==> config.mk <==
export PLATFORM = sky130hd
export DESIGN_NAME = snes_scanner
export DESIGN_NICKNAME = d
export VERILOG_FILES = /design/src/hw/snes_pkg.sv /design/src/hw/scan_ctrl_if.sv /design/src/hw/snes_scanner.sv /design/src/hw/apb_regs.sv /design/src/hw/button_shifter.sv /design/src/hw/scan_fsm.sv /design/src/hw/scan_timer.sv
export SDC_FILE = /design/constraint.sdc
export NUM_CORES = 1
export LEC_CHECK = 0
export BUFFER_PORTS_ARGS = -buffer_cell sky130_fd_sc_hd__buf_2
export CAP_MARGIN = 20
export CORE_MARGIN = 10
export CORE_UTILIZATION = 31
export DETAILED_ROUTE_END_ITERATION = 10
export GPL_ROUTABILITY_DRIVEN = 1
export RECOVER_POWER = 100
export SYNTH_ARGS = -nofsm -noshare
export SYNTH_HDL_FRONTEND = slang
export SYNTH_HIERARCHICAL = 1
export SYNTH_SLANG_ARGS = --single-unit
export TNS_END_PERCENT = 50
==> constraint.sdc <==
create_clock -name clk -period 5.9 [get_ports clk]
set_clock_uncertainty 0.05 [all_clocks]
set_input_delay 0.295 -clock clk [delete_from_list [all_inputs] [get_ports clk]]
set_output_delay 0.295 -clock clk [all_outputs]
set_load 0.02 [all_outputs]
==> src/hw/snes_pkg.sv <==
// SNES pad scanner definitions
`default_nettype none

package snes_pkg;

    // register field widths
    localparam int HALF_W   = 16;                      // half-period register
    localparam int GAP_W    = 20;                      // gap register, also timer width
    localparam int BTN_W    = 16;                      // button word
    localparam int NUM_BITS = 16;                      // clock pulses per scan

    // reset timing, tuned for a 21.5 MHz system clock
    localparam logic [HALF_W-1:0] HALF_DEFAULT = 16'd129;     // 6 us
    localparam logic [GAP_W-1:0]  GAP_DEFAULT  = 20'd344000;  // 16 ms

    // below this the synchronizer may not have settled at sample time
    localparam int HALF_MIN = 4;

    // register map
    localparam logic [7:0] ADDR_CTRL    = 8'h00;
    localparam logic [7:0] ADDR_HALF    = 8'h04;
    localparam logic [7:0] ADDR_GAP     = 8'h08;
    localparam logic [7:0] ADDR_BUTTONS = 8'h0C;
    localparam logic [7:0] ADDR_STATUS  = 8'h10;

    localparam int CTRL_ENABLE = 0;                    // scan enable bit in CTRL

    // scan protocol states
    typedef enum logic [2:0] {
        IDLE,                                          // not scanning
        LATCH,                                         // strobe high, 2H
        CLK_HIGH,                                      // clock high half
        CLK_LOW,                                       // clock low half
        GAP                                            // wait before next scan
    } scan_state_t;

endpackage

`default_nettype wire
==> src/hw/scan_ctrl_if.sv <==
// Scan control interface
`default_nettype none

interface scan_ctrl_if import snes_pkg::*; ();

    logic             timer_start;                     // load timer, from fsm
    logic [GAP_W-1:0] timer_limit;                     // interval length in cycles
    logic             timer_expired;                   // last cycle of interval
    logic             sample;                          // falling edge of joy_clk
    logic             scan_done;                       // sixteenth bit finished

    modport fsm (
        output timer_start,
        output timer_limit,
        input  timer_expired,
        output sample,
        output scan_done
    );

    modport timer (
        input  timer_start,
        input  timer_limit,
        output timer_expired
    );

    modport shifter (
        input sample,
        input scan_done
    );

endinterface

`default_nettype wire

==> src/hw/snes_scanner.sv <==
// SNES pad scanner top
`default_nettype none

module snes_scanner import snes_pkg::*; (
    input  wire         clk,
    input  wire         resetn,
    input  wire         psel,
    input  wire         penable,
    input  wire         pwrite,
    input  wire  [7:0]  paddr,
    input  wire  [31:0] pwdata,
    output logic [31:0] prdata,
    output logic        joy_strb,
    output logic        joy_clk,
    input  wire         joy_data
);

    logic              enable;                         // scan enable from CTRL
    logic [HALF_W-1:0] half_period;
    logic [GAP_W-1:0]  gap_len;
    logic [BTN_W-1:0]  buttons;                        // last complete scan
    logic              scan_done;                      // sets new-data flag

    scan_ctrl_if ctl_if ();                            // fsm, timer and shifter

    apb_regs u_regs (
        .clk         (clk),
        .resetn      (resetn),
        .psel        (psel),
        .penable     (penable),
        .pwrite      (pwrite),
        .paddr       (paddr),
        .pwdata      (pwdata),
        .prdata      (prdata),
        .buttons     (buttons),
        .scan_done   (scan_done),
        .enable      (enable),
        .half_period (half_period),
        .gap_len     (gap_len)
    );

    scan_fsm u_fsm (
        .clk         (clk),
        .resetn      (resetn),
        .enable      (enable),
        .half_period (half_period),
        .gap_len     (gap_len),
        .joy_strb    (joy_strb),
        .joy_clk     (joy_clk),
        .ctl         (ctl_if.fsm)
    );

    scan_timer u_timer (
        .clk    (clk),
        .resetn (resetn),
        .tmr    (ctl_if.timer)
    );

    button_shifter u_shifter (
        .clk       (clk),
        .resetn    (resetn),
        .joy_data  (joy_data),
        .sh        (ctl_if.shifter),
        .buttons   (buttons),
        .scan_done (scan_done)
    );

endmodule

`default_nettype wire

==> src/hw/apb_regs.sv <==
// APB register block
`default_nettype none

module apb_regs import snes_pkg::*; (
    input  wire               clk,
    input  wire               resetn,
    input  wire               psel,
    input  wire               penable,
    input  wire               pwrite,
    input  wire  [7:0]        paddr,
    input  wire  [31:0]       pwdata,
    output logic [31:0]       prdata,
    input  logic [BTN_W-1:0]  buttons,
    input  logic              scan_done,
    output logic              enable,
    output logic [HALF_W-1:0] half_period,
    output logic [GAP_W-1:0]  gap_len
);

    logic        wr_en;                                // write access phase
    logic        rd_en;                                // read access phase
    logic        new_flag;                             // sticky scan complete
    logic [31:0] rd_mux;

    assign wr_en = psel && penable && pwrite;
    assign rd_en = psel && penable && !pwrite;

    // control and timing registers, BUTTONS is read only
    always_ff @(posedge clk) begin
        if (!resetn) begin
            enable      <= 1'b0;
            half_period <= HALF_DEFAULT;
            gap_len     <= GAP_DEFAULT;
        end else if (wr_en) begin
            case (paddr)
                ADDR_CTRL: enable      <= pwdata[CTRL_ENABLE];
                ADDR_HALF: half_period <= pwdata[HALF_W-1:0];
                ADDR_GAP:  gap_len     <= pwdata[GAP_W-1:0];
                default:   ;                           // other writes dropped
            endcase
        end
    end

    // set wins over write-one-to-clear so no scan is missed
    always_ff @(posedge clk) begin
        if (!resetn) begin
            new_flag <= 1'b0;
        end else if (scan_done) begin
            new_flag <= 1'b1;
        end else if (wr_en && paddr == ADDR_STATUS && pwdata[0]) begin
            new_flag <= 1'b0;
        end
    end

    always_comb begin
        rd_mux = '0;                                   // unmapped reads give zero
        case (paddr)
            ADDR_CTRL:    rd_mux[CTRL_ENABLE]  = enable;
            ADDR_HALF:    rd_mux[HALF_W-1:0]   = half_period;
            ADDR_GAP:     rd_mux[GAP_W-1:0]    = gap_len;
            ADDR_BUTTONS: rd_mux[BTN_W-1:0]    = buttons;
            ADDR_STATUS:  rd_mux[0]            = new_flag;
            default:      rd_mux = '0;
        endcase
    end

    assign prdata = rd_en ? rd_mux : '0;               // zero outside access phase

    // access phase must follow a setup phase
    a_apb_setup: assert property (
        @(posedge clk) disable iff (!resetn)
        (psel && penable) |-> $past(psel && !penable)
    );

endmodule

`default_nettype wire

==> src/hw/button_shifter.sv <==
// Pad data capture
`default_nettype none

module button_shifter import snes_pkg::*; (
    input  wire              clk,
    input  wire              resetn,
    input  wire              joy_data,
    scan_ctrl_if.shifter     sh,
    output logic [BTN_W-1:0] buttons,
    output logic             scan_done
);

    logic             data_meta;                       // first sync stage
    logic             data_sync;                       // safe to sample
    logic [BTN_W-1:0] shift_q;                         // bits collected so far

    // two-flop synchronizer on the async pad line
    always_ff @(posedge clk) begin
        data_meta <= joy_data;
        data_sync <= data_meta;
    end

    // pad sends B first, shifting in from the top puts it at bit 0
    always_ff @(posedge clk) begin
        if (sh.sample) begin
            shift_q <= {~data_sync, shift_q[BTN_W-1:1]};   // low means pressed
        end
    end

    // software sees only whole scans
    always_ff @(posedge clk) begin
        if (!resetn) begin
            buttons <= '0;
        end else if (sh.scan_done) begin
            buttons <= shift_q;
        end
    end

    // flag sets on the same edge that updates buttons
    assign scan_done = sh.scan_done;

endmodule

`default_nettype wire

==> src/hw/scan_fsm.sv <==
// Pad protocol state machine
`default_nettype none

module scan_fsm import snes_pkg::*; (
    input  wire              clk,
    input  wire              resetn,
    input  logic             enable,
    input  logic [HALF_W-1:0] half_period,
    input  logic [GAP_W-1:0] gap_len,
    output logic             joy_strb,
    output logic             joy_clk,
    scan_ctrl_if.fsm         ctl
);

    scan_state_t state;
    scan_state_t state_nxt;
    logic [3:0]  bit_cnt;                              // bit period within scan
    logic [GAP_W-1:0] half_lim;                        // H widened to timer width
    logic [GAP_W-1:0] latch_lim;                       // 2H for the strobe

    assign half_lim  = GAP_W'(half_period);
    assign latch_lim = GAP_W'({half_period, 1'b0});

    // next state and timer loads, each transition starts the next interval
    always_comb begin
        state_nxt       = state;
        ctl.timer_start = 1'b0;
        ctl.timer_limit = '0;
        ctl.sample      = 1'b0;
        ctl.scan_done   = 1'b0;
        case (state)
            IDLE: begin
                if (enable) begin
                    state_nxt       = LATCH;
                    ctl.timer_start = 1'b1;
                    ctl.timer_limit = latch_lim;
                end
            end
            LATCH: begin
                if (ctl.timer_expired) begin
                    state_nxt       = CLK_HIGH;
                    ctl.timer_start = 1'b1;
                    ctl.timer_limit = half_lim;
                end
            end
            CLK_HIGH: begin
                if (ctl.timer_expired) begin
                    state_nxt       = CLK_LOW;
                    ctl.timer_start = 1'b1;
                    ctl.timer_limit = half_lim;
                    ctl.sample      = 1'b1;            // joy_clk falls at this edge
                end
            end
            CLK_LOW: begin
                if (ctl.timer_expired) begin
                    ctl.timer_start = 1'b1;
                    if (bit_cnt == 4'(NUM_BITS - 1)) begin
                        state_nxt       = GAP;
                        ctl.timer_limit = gap_len;
                        ctl.scan_done   = 1'b1;
                    end else begin
                        state_nxt       = CLK_HIGH;
                        ctl.timer_limit = half_lim;
                    end
                end
            end
            GAP: begin
                if (ctl.timer_expired) begin
                    if (enable) begin                  // cleared enable stops here
                        state_nxt       = LATCH;
                        ctl.timer_start = 1'b1;
                        ctl.timer_limit = latch_lim;
                    end else begin
                        state_nxt = IDLE;
                    end
                end
            end
            default: state_nxt = IDLE;
        endcase
    end

    // pad lines registered from the next state, so they follow state exactly
    always_ff @(posedge clk) begin
        if (!resetn) begin
            state    <= IDLE;
            joy_strb <= 1'b0;
            joy_clk  <= 1'b1;                          // pad clock idles high
            bit_cnt  <= '0;
        end else begin
            state    <= state_nxt;
            joy_strb <= (state_nxt == LATCH);
            joy_clk  <= (state_nxt != CLK_LOW);
            if (state == IDLE) begin
                bit_cnt <= '0;
            end else if (state == CLK_LOW && ctl.timer_expired) begin
                bit_cnt <= bit_cnt + 1'b1;             // wraps to 0 after bit 15
            end
        end
    end

    a_half_min: assert property (
        @(posedge clk) disable iff (!resetn)
        (state != IDLE) |-> (half_period >= HALF_W'(HALF_MIN))
    );

    a_strb_clk: assert property (
        @(posedge clk) disable iff (!resetn)
        !(joy_strb && !joy_clk)
    );

    a_sample_high: assert property (
        @(posedge clk) disable iff (!resetn)
        ctl.sample |-> (state == CLK_HIGH) && joy_clk
    );

endmodule

`default_nettype wire

==> src/hw/scan_timer.sv <==
// Scan interval timer
`default_nettype none

module scan_timer import snes_pkg::*; (
    input  wire         clk,
    input  wire         resetn,
    scan_ctrl_if.timer  tmr
);

    logic [GAP_W-1:0] count;                           // cycles left in interval

    // down-counter, sits at zero when no interval is running
    always_ff @(posedge clk) begin
        if (!resetn) begin
            count <= '0;
        end else if (tmr.timer_start) begin
            count <= tmr.timer_limit;                  // restart, even mid-interval
        end else if (count != '0) begin
            count <= count - 1'b1;
        end
    end

    // a limit of N loaded at cycle t gives count==1 at cycle t+N
    assign tmr.timer_expired = (count == GAP_W'(1));

    // zero limit would never expire and hang the fsm
    a_limit_nonzero: assert property (
        @(posedge clk) disable iff (!resetn)
        tmr.timer_start |-> (tmr.timer_limit != '0)
    );

endmodule

`default_nettype wire

==> flow_metrics.env <==
export IMPL_gr_total_overflow=0
export IMPL_critPathRequiredTime_ns=6.11
export IMPL_cts_made_buffers=9
export IMPL_ys_flop_type="dfxtp_1"
export IMPL_netlist_instances=610
export IMPL_ff2ff_setup_slack_ns=1.22
export IMPL_netlist_cell_type_count=65
export IMPL_yosysWarnings=6
export IMPL_hpwl_microns=10100
export IMPL_p_leak_nw=2.25
export IMPL_die_x_microns=154
export IMPL_io_buffers=55
export IMPL_hp_class="in -> reg"
export IMPL_cts_setup_buffers=0
export IMPL_htreeDepth=3
export IMPL_slew_viol_final=23
export IMPL_first_iter_violations=329
export IMPL_ant_nets=0
export IMPL_cts_reportedPaths_clkPinSlew_ns=0.07
export IMPL_holdPathEnd="u_regs/half_period[11]$_SDFFE_PN0P_"
export IMPL_cp_end_kind="flop"
export IMPL_outcome="finished, violations left"
export IMPL_max_stage_delay_ns=0.78
export IMPL_post_cts_resized=0
export IMPL_cts_root_buf="clkbuf_16"
export IMPL_wl_per_cell_microns=16.5
export IMPL_irDropWorstVdd_mv=0.147
export IMPL_die_area_sq_mm=0.0236
export IMPL_maxCapViolations=1
export IMPL_clock_sinks=101
export IMPL_rsz0062_at_grt="false"
export IMPL_post_route_min_period_ns=4.68
export IMPL_rr_endpoint="u_timer/count[18]$_SDFFE_PN0P_"
export IMPL_antenna_found_initial=0
export IMPL_setup_viol=0
export IMPL_cts_tree="done"
export IMPL_placed_cell_area_sq_mm=0.00584
export IMPL_tightest_slew_ns=1.62
export IMPL_hold_viol_final=0
export IMPL_start_kind="flop"
export IMPL_reg2regPathDepth=12
export IMPL_synth_area_sq_mm=0.00553
export IMPL_synth_edf_count=16
export IMPL_yosys_register_bits=101
export IMPL_clock_latency_ns=0.35
export IMPL_cp_cell_sequence="nor4_1, and2_0, and3_1, nand2b_1, nand3_1, o21ai_0, buf_4, inv_1, nand2_1, or3_1, nand2_2, a211oi_1"
export IMPL_critical_path_class="reg -> reg"
export IMPL_core_area_sq_mm=0.0174
export IMPL_fin_area_sq_mm=0.00609
export IMPL_drc=0
export IMPL_holdPathStages=3
export IMPL_area_growth_pct=10.0
export IMPL_drive_gt1_frac=0.138
export IMPL_ys_async_sr_fraction=0
export IMPL_maxSlewHeadroom=-0.0798
export IMPL_post_route_period_util=0.794
export IMPL_chipHeight_microns=154
export IMPL_yosysSeqAreaShare=0.394
export IMPL_grt_usage=0.117
export IMPL_critPathTopFamily="simple AND/OR/NAND/NOR gates"
export IMPL_row_count=48
export IMPL_path_max_fanout=26
export IMPL_fin_setup_tns_ns=0
export IMPL_fmax_mhz=213
export IMPL_grt_pass1_vias=4299
export IMPL_cp_num_buf_inv=2
export IMPL_cts_hold_buffers=1
export IMPL_insertedDiodeCount=0
export IMPL_grt_max_degree=92
export IMPL_via_per_inst=5.12
export IMPL_clock_path_buffers=2
export IMPL_p_per_area_mw_per_mm2=318
export IMPL_violations="max-capacitance violations, max-slew violations"
export IMPL_io_pins=80
export IMPL_grt_pass1_wl_microns=23100
export IMPL_crit_slowest_cell="nor4_1"
export IMPL_dr_total_vias=4453
export IMPL_syn_area_per_cell_sq_um=9.07
export IMPL_routed_wl_microns=14300
export IMPL_fin_nets=690
export IMPL_min_delay_start="pwdata[11]"
export IMPL_post_route_util=0.350
export IMPL_firstDrtPassIters=5
export IMPL_place_congestion=0.817
export IMPL_cp_arrival_ns=4.90
export IMPL_start_util=0.318
export IMPL_r2r_start="u_timer/count[10]$_SDFFE_PN0P_"
-- cell families after synthesis --
logic type / after synthesis / share of synthesized area
and+or+nand+nor: 227 / 0.227
AOI/OAI and AO/OA: 111 / 0.149
DFF: 101 / 0.394
buffers and inverters: 95 / 0.0909
muxes: 60 / 0.112
xor gates and xnor gates: 11 / 0.0174
adders and majority gates: 4 / 0.00904
other: 1 / 0.000678
-- Yosys cell counts, drive strengths merged, types with 11 or more instances --
master	instances	share of area
clkbuf	25	0.017
o221ai	15	0.034
o21ai	24	0.022
a22oi	15	0.020
a21oi	15	0.014
edfxtp	16	0.087
mux2	15	0.031
dfxtp	85	0.31
nor4	19	0.026
nand2	68	0.047
a31oi	12	0.014
nand4	18	0.023
nor2	39	0.027
xnor2	11	0.017
mux2i	45	0.081
buf	30	0.047
nor2b	23	0.026
inv	40	0.027
-- layer usage --
layer / global-route usage / up-vias / routed length [microns]
met5: 0 / - / 0
met4: 0.0270 / 0 / 111
met3: 0.0354 / 7 / 823
met2: 0.179 / 117 / 6280
met1: 0.159 / 2098 / 7130
li1: - / 2231 / -
-- report_power, final --
part           internal [mW]  leakage [nW]  switching [mW]
Sequential             0.750         0.832          0.0606
Clock                  0.335         0.144           0.282
Combinational          0.220          1.27           0.288
Total                   1.31          2.25           0.631
-- worst reg2reg max path, cell delays in order, from the launching register on --
cell	delay [ns]
dfxtp_1	0.36
nor4_1	0.78
and2_0	0.26
and3_1	0.37
nand2b_1	0.63
nand3_1	0.24
o21ai_0	0.14
buf_4	0.30
inv_1	0.37
nand2_1	0.18
or3_1	0.42
nand2_2	0.25
a211oi_1	0.25
-- per-stage QoR --
stage	hold WS, ns	power [mW]	cells	setup WS, ns
floorplan	0.260	1.24	621	3.12
global placement	0.262	1.34	853	1.85
detailed placement	0.265	1.34	853	1.81
CTS	0.133	1.96	870	1.79
global route	0.144	2.06	870	0.779
finish	0.142	1.94	870	1.22
-- layout make-up --
class	instances	area, sq um
Multi-Input combinational cell	425	2870
Clock inverter	7	82.6
Timing Repair Buffer	63	298
Inverter	40	150
Fill cell	1821	11300
Sequential cell	101	2180
Clock buffer	9	225
Tap cell	225	282
-- worst max-delay path by stage --
stage	depth (start not counted)	startpoint	endpoint
CTS	12	u_timer/count[10]$_SDFFE_PN0P_	u_timer/count[7]$_SDFFE_PN0P_
global placement	12	u_timer/count[10]$_SDFFE_PN0P_	u_timer/count[16]$_SDFFE_PN0P_
detailed placement	12	u_timer/count[10]$_SDFFE_PN0P_	u_timer/count[19]$_SDFFE_PN0P_
global route	12	u_timer/count[10]$_SDFFE_PN0P_	u_timer/count[15]$_SDFFE_PN0P_
floorplan	15	u_timer/count[10]$_SDFFE_PN0P_	u_timer/count[1]$_SDFFE_PN0P_
finish	12	u_timer/count[10]$_SDFFE_PN0P_	u_timer/count[18]$_SDFFE_PN0P_
-- state kept, by name, summed over array words and instances (netlist names), 3 cells and up --
| name | cells |
|---|---|
| u_regs/gap_len | 20 |
| u_timer/count | 20 |
| u_regs/half_period | 16 |
| u_shifter/buttons | 16 |
| u_shifter/shift_q | 16 |
| u_fsm/bit_cnt | 4 |
| u_fsm/state | 3 |
-- cell usage in the layout, fill, tap and decap left out, drive strengths merged, types with 3 or more instances in the layout --
master and count:
nor4 19, a22oi 15, a21boi 4, clkbuf 35, edfxtp 16, nor3b 5, nor2 39, and3 8
or3 4, o21ai 24, o31ai 3, nand3 9, a211oi 9, nor3 6, a21oi 15, nand4 18
mux2 15, nand3b 3, ha 4, or4 4, o221ai 15, and2 5, mux2i 45, nand2b 5
conb 12, buf 36, inv 42, nand2 68, nor2b 23, xnor2 11, a31oi 12, dfxtp 85
No activity file was read; power rests on OpenSTA's default activity.
